### src/hw/atop_pkg.sv
// Shared definitions for the atomic-operation filter subsystem.
// Holds the bus widths, the atop and response encodings and the AXI4
// channel structs with their request and response bundles.
package atop_pkg;

  // Bus widths.
  localparam int unsigned ID_W   = 4;
  localparam int unsigned ADDR_W = 16;
  localparam int unsigned DATA_W = 32;
  localparam int unsigned STRB_W = DATA_W / 8;

  // Number of write bursts that may be in flight towards the memory.
  localparam int unsigned MAX_WRITE_TXNS = 2;

  // Memory depth in words and the width of a word index.
  localparam int unsigned MEM_WORDS  = 256;
  localparam int unsigned WORD_IDX_W = $clog2(MEM_WORDS);

  // Atomic kind, taken from atop bits 5:4.
  localparam logic [1:0] ATOP_NONE        = 2'b00;
  localparam logic [1:0] ATOP_ATOMICSTORE = 2'b01;

  // Response codes.
  localparam logic [1:0] RESP_OKAY   = 2'b00;
  localparam logic [1:0] RESP_SLVERR = 2'b10;

  typedef struct packed {
    logic [ID_W-1:0]   id;
    logic [ADDR_W-1:0] addr;
    logic [7:0]        len;
    logic [5:0]        atop;
  } aw_chan_t;

  typedef struct packed {
    logic [DATA_W-1:0] data;
    logic [STRB_W-1:0] strb;
    logic              last;
  } w_chan_t;

  typedef struct packed {
    logic [ID_W-1:0] id;
    logic [1:0]      resp;
  } b_chan_t;

  typedef struct packed {
    logic [ID_W-1:0]   id;
    logic [ADDR_W-1:0] addr;
    logic [7:0]        len;
  } ar_chan_t;

  typedef struct packed {
    logic [ID_W-1:0]   id;
    logic [DATA_W-1:0] data;
    logic [1:0]        resp;
    logic              last;
  } r_chan_t;

  // Everything the master drives.
  typedef struct packed {
    aw_chan_t aw;
    logic     aw_valid;
    w_chan_t  w;
    logic     w_valid;
    logic     b_ready;
    ar_chan_t ar;
    logic     ar_valid;
    logic     r_ready;
  } axi_req_t;

  // Everything the slave drives.
  typedef struct packed {
    logic     aw_ready;
    logic     w_ready;
    b_chan_t  b;
    logic     b_valid;
    logic     ar_ready;
    r_chan_t  r;
    logic     r_valid;
  } axi_resp_t;

  // Request for an injected R burst of len+1 error beats.
  typedef struct packed {
    logic [ID_W-1:0] id;
    logic [7:0]      len;
  } r_inject_cmd_t;

endpackage

### src/hw/stream_register.sv
// One-entry valid/ready register.
// The payload type is a parameter so that one block serves several streams.
`timescale 1ns/1ps

module stream_register #(
  parameter type T = logic
) (
  input  logic clk_i,
  input  logic rst_ni,
  input  logic valid_i,
  output logic ready_o,
  input  T     data_i,
  output logic valid_o,
  input  logic ready_i,
  output T     data_o
);

  logic valid_q;
  T     data_q;

  // The slot accepts a new item when it is empty or drains in this cycle.
  assign ready_o = !valid_q || ready_i;
  assign valid_o = valid_q;
  assign data_o  = data_q;

  always_ff @(posedge clk_i or negedge rst_ni) begin
    if (!rst_ni) begin
      valid_q <= 1'b0;
    end else if (valid_i && ready_o) begin
      valid_q <= 1'b1;
    end else if (ready_i) begin
      valid_q <= 1'b0;
    end
  end

  // The payload only changes when a new item is taken in.
  always_ff @(posedge clk_i) begin
    if (valid_i && ready_o) begin
      data_q <= data_i;
    end
  end

  // A held item must not change before the consumer takes it.
  a_data_stable: assert property (@(posedge clk_i) disable iff (!rst_ni)
    valid_o && !ready_i |=> valid_o && $stable(data_o));

endmodule

### src/hw/atop_read_inject.sv
// R-channel injector of the atomic-operation filter.
// Passes memory read data through and, for each queued command, sends a
// burst of SLVERR beats with the atomic write's ID.
`timescale 1ns/1ps

module atop_read_inject (
  input  logic                    clk_i,
  input  logic                    rst_ni,
  input  atop_pkg::r_inject_cmd_t r_cmd_i,
  input  logic                    r_cmd_valid_i,
  output logic                    r_busy_o,
  input  atop_pkg::r_chan_t       mem_r_i,
  input  logic                    mem_r_valid_i,
  output logic                    mem_r_ready_o,
  output atop_pkg::r_chan_t       slv_r_o,
  output logic                    slv_r_valid_o,
  input  logic                    slv_r_ready_i
);

  typedef enum logic {R_FEEDTHROUGH, INJECT_R} r_state_t;

  r_state_t                r_state_d, r_state_q;
  logic [7:0]              beats_d, beats_q;
  atop_pkg::r_inject_cmd_t cmd;
  logic                    cmd_valid, cmd_ready, cmd_pop;

  stream_register #(
    .T (atop_pkg::r_inject_cmd_t)
  ) i_cmd_reg (
    .clk_i   (clk_i),
    .rst_ni  (rst_ni),
    .valid_i (r_cmd_valid_i),
    .ready_o (cmd_ready),
    .data_i  (r_cmd_i),
    .valid_o (cmd_valid),
    .ready_i (cmd_pop),
    .data_o  (cmd)
  );

  // The command stays held until its final beat is taken.
  assign r_busy_o = cmd_valid;

  always_comb begin
    slv_r_o       = mem_r_i;
    slv_r_valid_o = mem_r_valid_i;
    mem_r_ready_o = slv_r_ready_i;
    cmd_pop       = 1'b0;
    beats_d       = beats_q;
    r_state_d     = r_state_q;
    case (r_state_q)
      R_FEEDTHROUGH: begin
        // Switch only when no memory beat is left waiting on the port.
        if (cmd_valid && !(mem_r_valid_i && !slv_r_ready_i)) begin
          beats_d   = cmd.len;
          r_state_d = INJECT_R;
        end
      end
      INJECT_R: begin
        // The memory R channel is paused for the whole injected burst.
        mem_r_ready_o = 1'b0;
        slv_r_o       = '{id: cmd.id, data: '0, resp: atop_pkg::RESP_SLVERR,
                          last: beats_q == '0};
        slv_r_valid_o = 1'b1;
        if (slv_r_ready_i) begin
          if (beats_q == '0) begin
            cmd_pop   = 1'b1;
            r_state_d = R_FEEDTHROUGH;
          end else begin
            beats_d = beats_q - 8'd1;
          end
        end
      end
      default: r_state_d = R_FEEDTHROUGH;
    endcase
  end

  always_ff @(posedge clk_i or negedge rst_ni) begin
    if (!rst_ni) begin
      r_state_q <= R_FEEDTHROUGH;
      beats_q   <= '0;
    end else begin
      r_state_q <= r_state_d;
      beats_q   <= beats_d;
    end
  end

  // The write controller pushes a command only into an empty register.
  a_push_empty: assert property (@(posedge clk_i) disable iff (!rst_ni)
    r_cmd_valid_i |-> cmd_ready);

  // The remaining beat count never exceeds the burst length of the held
  // command, so it cannot wrap below zero.
  a_no_underflow: assert property (@(posedge clk_i) disable iff (!rst_ni)
    r_state_q == INJECT_R |-> beats_q <= cmd.len);

endmodule

### config.mk
export PLATFORM = sky130hd
export DESIGN_NAME = atop_read_inject
export DESIGN_NICKNAME = d
export VERILOG_FILES = /design/src/hw/atop_pkg.sv /design/src/hw/stream_register.sv /design/src/hw/atop_read_inject.sv
export SDC_FILE = /design/constraint.sdc
export NUM_CORES = 1
export LEC_CHECK = 0
export BUFFER_PORTS_ARGS = -buffer_cell sky130_fd_sc_hd__buf_2
export CAP_MARGIN = 20
export CORE_MARGIN = 3
export CORE_UTILIZATION = 43
export CTS_CLUSTER_DIAMETER = 60
export DETAILED_ROUTE_END_ITERATION = 7
export PLACE_DENSITY = 0.85
export SYNTH_ARGS = -nofsm -noshare
export SYNTH_HDL_FRONTEND = slang
export SYNTH_SLANG_ARGS = --single-unit
### constraint.sdc
create_clock -name clk_i -period 7.2 [get_ports clk_i]
set_clock_uncertainty 0.2 [all_clocks]
set_input_delay 1.08 -clock clk_i [delete_from_list [all_inputs] [get_ports clk_i]]
set_output_delay 1.08 -clock clk_i [all_outputs]
set_load 0.02 [all_outputs]
Word level (Yosys, flattened, before mapping)
Index checks and enable logic that the tools add are counted.
{"block": "op_classes", "n_addsub": 1, "n_eq_ne": 3, "n_mux": 16, "bitwise": 1, "reduce_logical": 10}
{"operator": "two-way mux 39 bit", "n": 1}
{"operator": "two-way mux 8 bit", "n": 3}
{"operator": "one-hot mux 8 bit (2 select lines)", "n": 1}
{"operator": "two-way mux 1 bit", "n": 10}
{"operator": "zero test 8 bit", "n": 1}
{"operator": "subtractor 8 x 1 -> 8 bit (second input constant)", "n": 1}
{"operator": "inequality test 2 bit (second input constant)", "n": 3}
{"operator": "logical AND 1 bit", "n": 3}
{"operator": "zero test 1 bit", "n": 3}
{"operator": "AND reduction 3 bit", "n": 1}
{"operator": "one-hot mux 1 bit (2 select lines)", "n": 1}
{"operator": "nonzero test 2 bit", "n": 1}
{"operator": "logical OR 1 bit", "n": 1}
{"operator": "NOT 1 bit", "n": 1}
{"block": "word_totals", "register_bits": 22, "inputBits": 56}

Longest topological paths before layout
{"block": "logic_depth", "word_depth": 7, "mapped_depth": 7, "depth_no_buf": 6}

Hierarchy
A second synthesis with hierarchy kept.
{"block": "unflattened", "hier_cells": 129, "area_unflattened_um2": 1312.5}
{"module": "atop_read_inject", "n_inst": 1, "cells_each": 113, "area_per_inst_um2": 898.4, "seq_area_each_um2": 225.2}
{"module": "stream_register", "n_inst": 1, "cells_each": 16, "area_per_inst_um2": 414.1, "seq_area_each_um2": 385.4}

Least setup slack after synthesis
OpenSTA, ideal clock, no wires.
{"block": "synth_path", "path_kind": "register to register", "from": "register beats_q[0]", "to": "register i_cmd_reg.data_q, in the netlist i_cmd_reg.data_o[0], enable pin", "setup_ns": 0.400, "t_arrival_ns": 2.304, "t_required_ns": 6.600, "slack_ns": 4.297, "stages_incl_launch_ff": 7, "cell_sequence": "dfrtp_1 -> inv_1 -> ha_1 -> or4bb_1 -> nor2_1 -> nand2_1 -> a21boi_0"}
{"block": "synth_via", "elab_chain_len": 6}
{"item": "start, declared", "line_no": "atop_read_inject.sv:23", "source": "logic [7:0] beats_d, beats_q;"}
{"item": "start signal, assigned", "line_no": "atop_read_inject.sv:83", "source": "beats_q <= beats_d;"}
{"item": "zero test 8 bit", "line_no": "atop_read_inject.sv:65", "source": "if (beats_q == '0) begin"}
{"item": "two-way mux 1 bit", "line_no": "atop_read_inject.sv:65"}
{"item": "two-way mux 1 bit", "line_no": "atop_read_inject.sv:64", "source": "if (slv_r_ready_i) begin"}
{"item": "two-way mux 1 bit", "line_no": "atop_read_inject.sv:50", "source": "case (r_state_q)"}
{"item": "logical OR 1 bit", "line_no": "stream_register.sv:22", "source": "assign ready_o = !valid_q || ready_i;"}
{"item": "logical AND 1 bit", "line_no": "stream_register.sv:38", "source": "if (valid_i && ready_o) begin"}
{"item": "end signal, assigned", "line_no": "stream_register.sv:39", "source": "data_q <= data_i;"}
{"item": "end, declared", "line_no": "stream_register.sv:19", "source": "T data_q;"}
Every way passes these cells.
A chain may end at the register's enable or synchronous reset.

==> results.txt <==
status - finished clean
Post-CTS Setup Inserts - 0
FF+latch count, synth - 22
Die Wd - 61.1 um
Post-Syn Area per Cell - 10.2 um2
fin util - 64.9%
slew margin rel. - 64.7%
port bufs - 97
crit path kind - reg -> out
RSZ-0062 raised after global routing - false
Pre-antenna DRT Iters - 4
CTS tree - done
number of diodes - 0
crit path launch type - register
gpl congestion - 0.770
mapped cell area - 0.00130 mm2
Clock Power Share - 20.9%
largest net degree at the start of global routing - 58
Worst-Skew Late Latency - 310 ps
switching pwr - 0.0810 mW
wire per inst - 13.3 um
fillcell total - 255
worst r2r dst - i_cmd_reg.data_o[7]
Max Slew Vio Count - 0
area of the multi-input gates - 641 um2
switching share of total power - 28.6%
Clock Sink Count - 22
GRT Total Usage - 17.0%
Worst VDD drop - 0.167 mV
MaxCap Viol Count - 0
Seq pwr share - 56.4%
Die H - 61.1 um
Ports - 98
ranking of synthesized cells by area - edfxtp_1 (28%), dfrtp_1 (19%), nor2b_1 (16%)
share of cells above drive strength 1 - 49.6%
vias per cell - 5.17
CTS HTree Levels - 1
Worst Hold Class - reg -> reg
Total Nets Final - 283
Max clock buf depth - 2
fmax - 311 MHz
Arr. time, crit path - 1940 ps
placed wire-length estimate - 2670 um
WL final - 3390 um
worst hold stages - 2
core area - 0.00283 mm2
register area - 611 um2
Clk pin slew, worst setup/hold paths - 120 ps
Hold Crit Start - i_cmd_reg.data_o[3]
Via Count - 1319
Die Area - 0.00373 mm2
Final ANT Viol Nets - 0
Starting Density - 46.1%
Tmin final - 3220 ps
register area share after synthesis - 46.8%
row count - 19
vias in the first global route - 1160
worst reg2reg path depth - 7
hold buffer count at cts - 0
CP endpoint kind - output pin
Warnings, synthesis - 0
synth unique cells - 36
first-pass GRT wire length - 4770 um
Post-Synthesis Cells - 128
DR DRC count - 0
reg2reg start - beats_q[0]
Final Cell Area - 0.00184 mm2
Internal Pwr Total - 0.202 mW
CP Data Required Time - 5920 ps
reg2reg setup slack - 4620 ps
Post-Synthesis Net Count - 186
Final Hold Viols - 0
combinational share of power - 22.8%
CP Max Fanout - 3
Lkg Pwr - 0.916 nW
PwrDens - 154 mW/mm2
post-synth top area cell - edfxtp_1
overflow left after global routing - 0
Setup TNS - 0 ps
initial antenna violation count - 0
post-cts sizing count - 0
Root Buffer - clkbuf_4
crit share post-route - 44.7%
top cell type's share of synthesized area - 27.6%
Setup violations, final - 0
Worst Hold Endpoint - beats_q[3]
DRT iter0 DRCs - 42
cts bufs inserted - 3
Area Growth Syn to Fin - 40.8%
Worst Tran Pin Value - 530 ps
DP Area - 0.00180 mm2
power by group through the flow:
stage	registers (mW)	logic, mW	clock network (mW)
detailed placement	0.162	0.0639	0
global placement	0.160	0.0606	0
global route	0.162	0.0752	0.0656
CTS	0.159	0.0648	0.0603
finish	0.159	0.0644	0.0591
floorplan	0.157	0.0420	0
registers in the layout, summed over array words and instances, names as in the netlist:
name and cells:
i_cmd_reg.data_o 12, i_cmd_reg.valid_o 1, r_state_q 1, beats_q 8
synth_stat cells (all sizes together):
cell type  count
a21boi         1
ha             2
o21ai          6
edfxtp        12
a21oi          6
or3            3
mux2i          3
nor2b         34
or2            3
and3           1
dfrtp         10
inv            5
nor3b          1
a21o           2
or3b           1
o21bai         1
or4b           1
o221a          1
or4            1
a22oi          1
nor4           1
a32oi          1
nand2          6
mux2           4
a2bb2oi        1
o31a           1
nor2           1
nand3          4
clkbuf         6
buf            1
nand3b         1
o22ai          3
or4bb          1
nand2b         1
o221ai         1
final cells by class:
type	instances	area share [%]
well taps	31	2.11
clock buffers	4	1.43
multi-input cells	94	34.9
flip-flops and latches	22	33.3
repair buffers	99	27.3
inverters	5	1.02
worst max-delay path: stages, from the launching register on:
cell     delay, ps
dfrtp_1        400
inv_1           90
ha_1           140
or4bb_1        530
nor2_1         190
a21o_1         110
buf_2          160
logic make-up after synthesis:
kind of cell,Yosys count,share of synthesized area [%]
fa+ha+maj,2,1.92
mux,7,5.76
buf+inv,12,4.03
simple gates,60,28.5
flops,22,46.8
compound gates,25,13.0
placed cells by master (no fill, tap or decap), types with 3 or more instances in the layout:
master / count
buf_2: 97
nor2b_1: 34
edfxtp_1: 12
dfrtp_1: 10
nand2_1: 6
a21oi_1: 6
inv_1: 5
o21ai_0: 5
mux2_2: 4
nand3_1: 4
or2_2: 3
or3_1: 3
o22ai_1: 3
mux2i_1: 3
clkbuf_4: 3
worst max path at each step:
stage	from	to	slack [ps]	depth (start not counted)
floorplan	beats_q[0]	i_cmd_reg.data_o[0]	4300	6
global placement	mem_r_valid_i	slv_r_valid_o	4320	3
detailed placement	beats_q[0]	i_cmd_reg.data_o[10]	4300	6
CTS	beats_q[0]	slv_r_o[0]	3980	6
global route	beats_q[0]	slv_r_o[0]	3820	6
finish	beats_q[0]	slv_r_o[0]	3980	6
through the flow:
step	power (mW)	cells	setup WS, ps	hold slack (ps)
6_report	0.283	255	3980	305
5_1_grt	0.303	255	3820	338
4_1_cts	0.284	254	3980	309
3_5_place_dp	0.226	250	4300	282
3_3_place_gp	0.221	250	4320	271
2_1_floorplan	0.199	128	4300	249
routing by layer:
layer / global-route usage (%) / vias to the layer above / routed length, um
li1: - / 644 / -
met1: 17.9 / 603 / 1230
met2: 32.8 / 70 / 1770
met3: 3.35 / 2 / 360
met4: 6.19 / 0 / 25
met5: 0 / - / 0
(Power assumes the default switching activity.)
