**src/hw/atop_pkg.sv**
```systemverilog
// Shared definitions for the atomic-operation filter subsystem.
// Holds the bus widths, the atop and response encodings and the AXI4
// channel structs with their request and response bundles.
package atop_pkg;

  // Bus widths.
  localparam int unsigned ID_W   = 4;
  localparam int unsigned ADDR_W = 16;
  localparam int unsigned DATA_W = 32;
  localparam int unsigned STRB_W = DATA_W / 8;

  // Number of write bursts that may be in flight towards the memory.
  localparam int unsigned MAX_WRITE_TXNS = 2;

  // Memory depth in words and the width of a word index.
  localparam int unsigned MEM_WORDS  = 256;
  localparam int unsigned WORD_IDX_W = $clog2(MEM_WORDS);

  // Atomic kind, taken from atop bits 5:4.
  localparam logic [1:0] ATOP_NONE        = 2'b00;
  localparam logic [1:0] ATOP_ATOMICSTORE = 2'b01;

  // Response codes.
  localparam logic [1:0] RESP_OKAY   = 2'b00;
  localparam logic [1:0] RESP_SLVERR = 2'b10;

  typedef struct packed {
    logic [ID_W-1:0]   id;
    logic [ADDR_W-1:0] addr;
    logic [7:0]        len;
    logic [5:0]        atop;
  } aw_chan_t;

  typedef struct packed {
    logic [DATA_W-1:0] data;
    logic [STRB_W-1:0] strb;
    logic              last;
  } w_chan_t;

  typedef struct packed {
    logic [ID_W-1:0] id;
    logic [1:0]      resp;
  } b_chan_t;

  typedef struct packed {
    logic [ID_W-1:0]   id;
    logic [ADDR_W-1:0] addr;
    logic [7:0]        len;
  } ar_chan_t;

  typedef struct packed {
    logic [ID_W-1:0]   id;
    logic [DATA_W-1:0] data;
    logic [1:0]        resp;
    logic              last;
  } r_chan_t;

  // Everything the master drives.
  typedef struct packed {
    aw_chan_t aw;
    logic     aw_valid;
    w_chan_t  w;
    logic     w_valid;
    logic     b_ready;
    ar_chan_t ar;
    logic     ar_valid;
    logic     r_ready;
  } axi_req_t;

  // Everything the slave drives.
  typedef struct packed {
    logic     aw_ready;
    logic     w_ready;
    b_chan_t  b;
    logic     b_valid;
    logic     ar_ready;
    r_chan_t  r;
    logic     r_valid;
  } axi_resp_t;

  // Request for an injected R burst of len+1 error beats.
  typedef struct packed {
    logic [ID_W-1:0] id;
    logic [7:0]      len;
  } r_inject_cmd_t;

endpackage

```
**src/hw/atop_write_ctrl.sv**
```systemverilog
// Write-path controller of the atomic-operation filter.
// Feeds ordinary AW/W/B traffic to the memory, absorbs atomic writes,
// answers them with an injected SLVERR B and requests the matching R burst.
`timescale 1ns/1ps

module atop_write_ctrl (
  input  logic                    clk_i,
  input  logic                    rst_ni,
  input  atop_pkg::aw_chan_t      slv_aw_i,
  input  logic                    slv_aw_valid_i,
  output logic                    slv_aw_ready_o,
  input  atop_pkg::w_chan_t       slv_w_i,
  input  logic                    slv_w_valid_i,
  output logic                    slv_w_ready_o,
  output atop_pkg::b_chan_t       slv_b_o,
  output logic                    slv_b_valid_o,
  input  logic                    slv_b_ready_i,
  output logic                    mem_aw_valid_o,
  input  logic                    mem_aw_ready_i,
  output logic                    mem_w_valid_o,
  input  logic                    mem_w_ready_i,
  input  atop_pkg::b_chan_t       mem_b_i,
  input  logic                    mem_b_valid_i,
  output logic                    mem_b_ready_o,
  output atop_pkg::r_inject_cmd_t r_cmd_o,
  output logic                    r_cmd_valid_o,
  input  logic                    r_busy_i
);

  typedef enum logic [2:0] {W_FEEDTHROUGH, BLOCK_AW, ABSORB_W, INJECT_B, WAIT_R} w_state_t;
  typedef logic [$clog2(atop_pkg::MAX_WRITE_TXNS+1)-1:0] cnt_t;

  w_state_t                  state_d, state_q;
  cnt_t                      cnt_d, cnt_q;
  logic [atop_pkg::ID_W-1:0] id_d, id_q;
  logic                      aw_is_atop;

  assign aw_is_atop = slv_aw_i.atop[5:4] != atop_pkg::ATOP_NONE;

  // The R command always describes the AW currently on the slave port.
  assign r_cmd_o = '{id: slv_aw_i.id, len: slv_aw_i.len};

  always_comb begin
    mem_aw_valid_o = 1'b0;
    slv_aw_ready_o = 1'b0;
    mem_w_valid_o  = 1'b0;
    slv_w_ready_o  = 1'b0;
    // Memory B responses pass through unless an injection takes the channel.
    mem_b_ready_o  = slv_b_ready_i;
    slv_b_valid_o  = mem_b_valid_i;
    slv_b_o        = mem_b_i;
    r_cmd_valid_o  = 1'b0;
    id_d           = id_q;
    state_d        = state_q;
    case (state_q)
      W_FEEDTHROUGH: begin
        // New bursts go downstream only while the in-flight limit allows it.
        if (cnt_q < cnt_t'(atop_pkg::MAX_WRITE_TXNS)) begin
          mem_aw_valid_o = slv_aw_valid_i;
          slv_aw_ready_o = mem_aw_ready_i;
        end
        // W beats need a known AW ahead of them, so they wait for one.
        if (cnt_q != '0) begin
          mem_w_valid_o = slv_w_valid_i;
          slv_w_ready_o = mem_w_ready_i;
        end
        if (slv_aw_valid_i && aw_is_atop) begin
          // The atomic AW is swallowed here and its ID kept for the replies.
          mem_aw_valid_o = 1'b0;
          slv_aw_ready_o = 1'b1;
          id_d           = slv_aw_i.id;
          // The register is empty here, since WAIT_R drained it before.
          r_cmd_valid_o  = slv_aw_i.atop[5:4] != atop_pkg::ATOP_ATOMICSTORE;
          if (cnt_q != '0) begin
            state_d = BLOCK_AW;
          end else begin
            mem_w_valid_o = 1'b0;
            slv_w_ready_o = 1'b1;
            state_d = (slv_w_valid_i && slv_w_i.last) ? INJECT_B : ABSORB_W;
          end
        end
      end
      BLOCK_AW: begin
        // Earlier bursts finish their W beats before the atomic data is absorbed.
        if (cnt_q != '0) begin
          mem_w_valid_o = slv_w_valid_i;
          slv_w_ready_o = mem_w_ready_i;
        end else begin
          slv_w_ready_o = 1'b1;
          state_d = (slv_w_valid_i && slv_w_i.last) ? INJECT_B : ABSORB_W;
        end
      end
      ABSORB_W: begin
        slv_w_ready_o = 1'b1;
        if (slv_w_valid_i && slv_w_i.last) begin
          state_d = INJECT_B;
        end
      end
      INJECT_B: begin
        // A memory B already on the port is delivered first so that it is not
        // replaced before its handshake.
        if (!mem_b_valid_i) begin
          slv_b_o       = '{id: id_q, resp: atop_pkg::RESP_SLVERR};
          slv_b_valid_o = 1'b1;
          if (slv_b_ready_i) begin
            state_d = r_busy_i ? WAIT_R : W_FEEDTHROUGH;
          end
        end
      end
      WAIT_R: begin
        // The next atomic write must find the R command register empty.
        if (!r_busy_i) begin
          state_d = W_FEEDTHROUGH;
        end
      end
      default: state_d = W_FEEDTHROUGH;
    endcase
  end

  // Count bursts whose AW went downstream but whose last W has not.
  always_comb begin
    cnt_d = cnt_q;
    if (mem_aw_valid_o && mem_aw_ready_i) begin
      cnt_d = cnt_d + cnt_t'(1);
    end
    if (mem_w_valid_o && mem_w_ready_i && slv_w_i.last) begin
      cnt_d = cnt_d - cnt_t'(1);
    end
  end

  always_ff @(posedge clk_i or negedge rst_ni) begin
    if (!rst_ni) begin
      state_q <= W_FEEDTHROUGH;
      cnt_q   <= '0;
      id_q    <= '0;
    end else begin
      state_q <= state_d;
      cnt_q   <= cnt_d;
      id_q    <= id_d;
    end
  end

  // Whichever source drives B, a raised valid holds until the master takes it.
  a_b_valid_held: assert property (@(posedge clk_i) disable iff (!rst_ni)
    slv_b_valid_o && !slv_b_ready_i |=> slv_b_valid_o);

endmodule

```
**config.mk**
```make
export PLATFORM = sky130hd
export DESIGN_NAME = atop_write_ctrl
export DESIGN_NICKNAME = d
export VERILOG_FILES = /design/src/hw/atop_pkg.sv /design/src/hw/atop_write_ctrl.sv
export SDC_FILE = /design/constraint.sdc
export NUM_CORES = 1
export LEC_CHECK = 0
export BUFFER_PORTS_ARGS = -buffer_cell sky130_fd_sc_hd__buf_2
export CAP_MARGIN = 20
export CORE_MARGIN = 3
export CORE_UTILIZATION = 27
export CTS_CLUSTER_SIZE = 10
export DETAILED_ROUTE_END_ITERATION = 6
export GPL_TIMING_DRIVEN = 1
export HOLD_SLACK_MARGIN = 0.06
export PLACE_DENSITY = 0.77
export SLEW_MARGIN = 20
export SYNTH_ARGS = -nofsm -noshare
export SYNTH_HDL_FRONTEND = slang
export SYNTH_SLANG_ARGS = --single-unit
```
**constraint.sdc**
```tcl
create_clock -name clk_i -period 1.83 [get_ports clk_i]
set_clock_uncertainty 0.15 [all_clocks]
set_input_delay 0.366 -clock clk_i [delete_from_list [all_inputs] [get_ports clk_i]]
set_output_delay 0.366 -clock clk_i [all_outputs]
set_load 0.05 [all_outputs]
```
---- Word-level counts from Yosys, hierarchy flattened ----
Cells that the tools add are included.
storage, ports and cells
  input port bits ......................... 86
  output and inout port bits .............. 25
  register bits ........................... 9
  word-level logic and storage cells ...... 59
cells by class
  add/subtract/negate cells ............... 2
  eq/ne operators ......................... 11
  reductions and logical operators ........ 10
  order comparisons ....................... 1
  mux-type cells .......................... 32
operators with widths
  kind                   count
  $mux W3                7
  $mux W1                17
  $pmux W3 S5            1
  $mux W6                2
  $ne A2 B2 Y1 const B   6
  $eq A3 B2 Y1 const B   2
  $mux W2                3
  $reduce_and A6 Y1      1
  $logic_and A1 B1 Y1    5
  $reduce_bool A2 Y1     2
  $eq A3 B1 Y1 const B   1
  $eq A3 B3 Y1 const B   1
  $logic_not A3 Y1       1
  $pmux W1 S3            1
  $add A2 B1 Y2 const B  1
  $lt A2 B2 Y1 const B   1
  $ne A2 B1 Y1 const B   1
  $pmux W1 S2            1
  $reduce_and A2 Y1      1
  $sub A2 B1 Y2 const B  1

---- Longest topological paths before layout ----
  depth in word-level cells ............... 8
  gate-level depth with buffers ........... 6
  gate-level depth less buffers ........... 6

---- Least setup slack after synthesis ----
No wires, ideal clock.
  path type ............................... register to output
  start ................................... register state_q[2]
  end ..................................... output port slv_w_ready_o
  setup slack ............................. -324 ps
  arrival ................................. 1,638 ps
  buffers on the path ..................... 0
  stages on the path, launching flop included .. 5
  cell sequence ........................... dfrtp_1 > nor4b_2 > o21ai_0 > a31oi_1 > o21a_1
between the ends
  cells in the longest elaborated chain, start to end .. 2
  elaborated cells on any way between the ends .. 4
  those cells by class .................... eq/ne (2); mux (1); reduce/logical (1)
ends and longest elaborated chain
  what                                        RTL line                RTL
  from (decl)                                 atop_write_ctrl.sv:33   w_state_t state_d, state_q;
  from (signal assigned)                      atop_write_ctrl.sv:137  state_q <= state_d;
  $eq A3 B2 Y1, or another cell as far along  atop_write_ctrl.sv:55   case (state_q)
  $pmux W1 S3 (*)                             atop_write_ctrl.sv:55
  to (decl)                                   atop_write_ctrl.sv:14   output logic slv_w_ready_o,
Mark *: on every way between the ends. The rest lies on a longest branch, timed or not.

---- Worst setup path in the final report ----
  start ................................... register state_q[0]
  end ..................................... output port slv_aw_ready_o
between the ends
  cells in the longest elaborated chain, start to end .. 2
ends and longest elaborated chain
  what              RTL line               RTL
  $logic_not A3 Y1  atop_write_ctrl.sv:55
  $mux W1           atop_write_ctrl.sv:55
  to (decl)         atop_write_ctrl.sv:11  output logic slv_aw_ready_o,
Every way passes these cells.

==> results.yml <==
run_status:
  outcome: "finished with violations"
  violations: "setup timing"
critical_path:
  cp-end-kind: "output port"
  crit_family: "simple AND/OR/NAND/NOR gates"
  timing.critical_path.cells: "nor4b_4 > buf_4 > nor2b_4 > a31o_4 > buf_8"
  rr_worst_depth: 6
  cp.required_ps: 1310
  r2r_end: "cnt_q[1]"
  critical-path-max-stage-delay_ps: 440
  reg2reg_from: "state_q[0]"
  r2r_slack_ps: -90
  cp-start-kind: "flop"
  crit_arrival_ps: 1610
  criticalPathCategory: "flop to output port"
  slowest_stage: "dfrtp_2"
  path_buf_inv: 2
  cp_max_fo: 4
route:
  vias: 814
  finalWirelength_mm: 2.18
  ant_nets: 0
  viasPerCell: 4.63
  routedWlPerCell_um: 12.4
  dr.pass1.iters: 4
  wl_met1_um: 933
  drc_errors: 0
  top_layer_used: "met4"
  wl_met3_um: 142
  met2_length_mm: 1.06
  first_iter_violations: 25
synthesis:
  synth_top_area_share_pct: 27.9
  yosys.area_share.simple_pct: 25.3
  muxShareOfSynthArea_pct: 8.84
  synth_compound_area_share_pct: 16.9
  ys_seq_area_share_pct: 27.9
  yosys-top-cells-area: "dfrtp_1 28%, buf_4 14%, nand2_1 7.4%"
  synth_fp_nets: 183
  avgSynthCellArea_sq_um: 8.41
  synth_cells: 96
  synth_top_family_by_area: "simple AND/OR/NAND/NOR gates"
  ys_seq_elements: 9
  syn_area_sq_um: 807
  synthAdderAreaFrac_pct: 1.55
  synth_area_leader_cell: "dfrtp_1"
  synth_warnings: 0
  synth-xor-area-share_pct: 2.17
  synth_cell_types: 36
clocking:
  cts_sinks: 9
  cts_made_buffers: 3
  clk_latency_ps: 270
  root_buffer: "clkbuf_4"
  clockBufferDepth: 2
  cts_tree: "built"
  clkTransAtPathRegs_ps: 70
  cts_htree_levels: 1
timing:
  finalCriticalPeriod_ps: 2130
  whs_ps: 150
  setup_ws_ps: -296
  hold_viol_final: 0
  rsz0062_at_grt: "yes"
  fmax_mhz: 470
  worst_pin_slew_ps: 447
  slew_headroom_pct: 70.1
  finalCritPeriodShare_pct: 116
  setup_tns_ps: -2440
  setup_viol: 14
  drv_slew: 0
final_layout:
  final_area_sq_um: 1370
  final_layout_size_suffix_gt1_share_pct: 63.4
  mostFrequentLayoutCells: "26 x buf_2, 15 x nand2_1, 14 x buf_4"
  areaGrowthSynthToFinish_pct: 69.9
  nets: 233
  fillers: 252
  multiInputGateArea_sq_um: 557
  final_common_cell: "buf_2"
  final-seq-area_sq_um: 229
  n_antenna_cell: 0
pwr:
  power_density_nw_per_um2: 1540
  peakVddDrop_mv: 0.793
  finalPower_mw: 2.12
  p_leak_nw: 0.678
place:
  dp_hpwl_mm: 1.61
  dp_slack_ps: -142
  io_buffers: 38
  placed_area_sq_um: 1090
  place_congestion: 0.762
worst_hold_path:
  min_path_type: "input pin to flop"
  hold_depth: 3
  min_from: "slv_aw_i[33]"
  hold_path_end: "id_q[3]"
die:
  fp.dieW_um: 60.7
  rows: 19
  fp.dieH_um: 60.7
  die_area_sq_um: 3680
  ios: 111
  design.core.area_sq_um: 2810
  initial_core_util_pct: 28.8
grt:
  grt_pass1_wl_mm: 3.33
  antenna_found_initial: 0
  grt_max_degree: 11
  grt_pass1_vias: 806
  grt_overflow: 0
  grt_util_all_layers_pct: 12.4
job:
  drv_cap: 0
## worst min-delay path, stage by stage
cell,delay [ps]
buf_2,90
nand2_1,40
nand2_1,40
## sequential cells by signal (all words and copies together) (netlist names)
register and count:
id_q 4, cnt_q 2, state_q 3
## cell families after synthesis
family,after synthesis
fa+ha+maj,1
xor+xnor,2
compound gates,18
flops,9
simple gates,38
mux,6
buf+inv,22
## routing by layer
layer | global-route usage (%) | up-vias
li1 | - | 415
met1 | 14.0 | 358
met2 | 20.5 | 38
met3 | 3.40 | 3
met4 | 7.74 | 0
met5 | 0 | -
## power by group
part	switching [mW]	leakage, nW	internal, mW
Clock	0.0777	0.0150	0.0844
Sequential	0.0812	0.109	0.291
Combinational	0.802	0.554	0.781
Total	0.961	0.678	1.16
## worst max path at each step
stage	startpoint	endpoint	slack, ps	depth (start not counted)
after floorplan	state_q[2]	slv_w_ready_o	-80	4
after global placement	state_q[2]	slv_w_ready_o	-130	5
after detailed placement	state_q[1]	slv_w_ready_o	-140	5
after CTS	state_q[1]	slv_aw_ready_o	-300	5
after global routing	state_q[0]	slv_aw_ready_o	-360	5
final	state_q[0]	slv_aw_ready_o	-300	5
## synthesized netlist by cell type
cell type  count
buf_2          1
nor3_2         1
or3b_1         1
a31o_2         1
buf_4         15
xnor2_1        2
a2bb2oi_1      1
dfrtp_1        9
nand3_2        1
and3_1         1
ha_1           1
o41ai_2        1
nor3_1         2
nor2b_1        2
or2_2          2
and2_1         2
a21oi_1        5
nand4_1        1
o32ai_2        1
o21a_1         1
mux2_1         1
o21bai_1       1
mux2_4         1
o32ai_1        1
nand2b_1       1
nand3b_1       1
inv_1          6
nor3b_1        1
mux2_2         4
a22o_1         1
a31oi_1        1
nand2_1       16
o21ai_0        3
nor2_1         5
o31ai_1        1
nor4b_2        1
## layout make-up
type,instances,share of cell area [%]
Sequential cell,9,16.7
Timing Repair Buffer,61,36.3
Clock buffer,4,1.92
Multi-Input combinational cell,65,40.6
Tap cell,31,2.83
Inverter,6,1.64
## stage by stage
stage	utilization, %	cells
4_1_cts	46.3	173
3_3_place_gp	38.8	166
2_1_floorplan	-	96
6_report	48.9	176
5_1_grt	48.9	176
3_5_place_dp	38.8	166
## timing repair
action                                 CTS  global route
pin swaps                                7             8
gates resized for setup                 48            13
setup buffers                            3             5
hold buffers                             1             0
setup endpoints to repair               13            15
endpoints found under the hold margin    9             0
No activity file was read; power rests on OpenSTA's default activity.
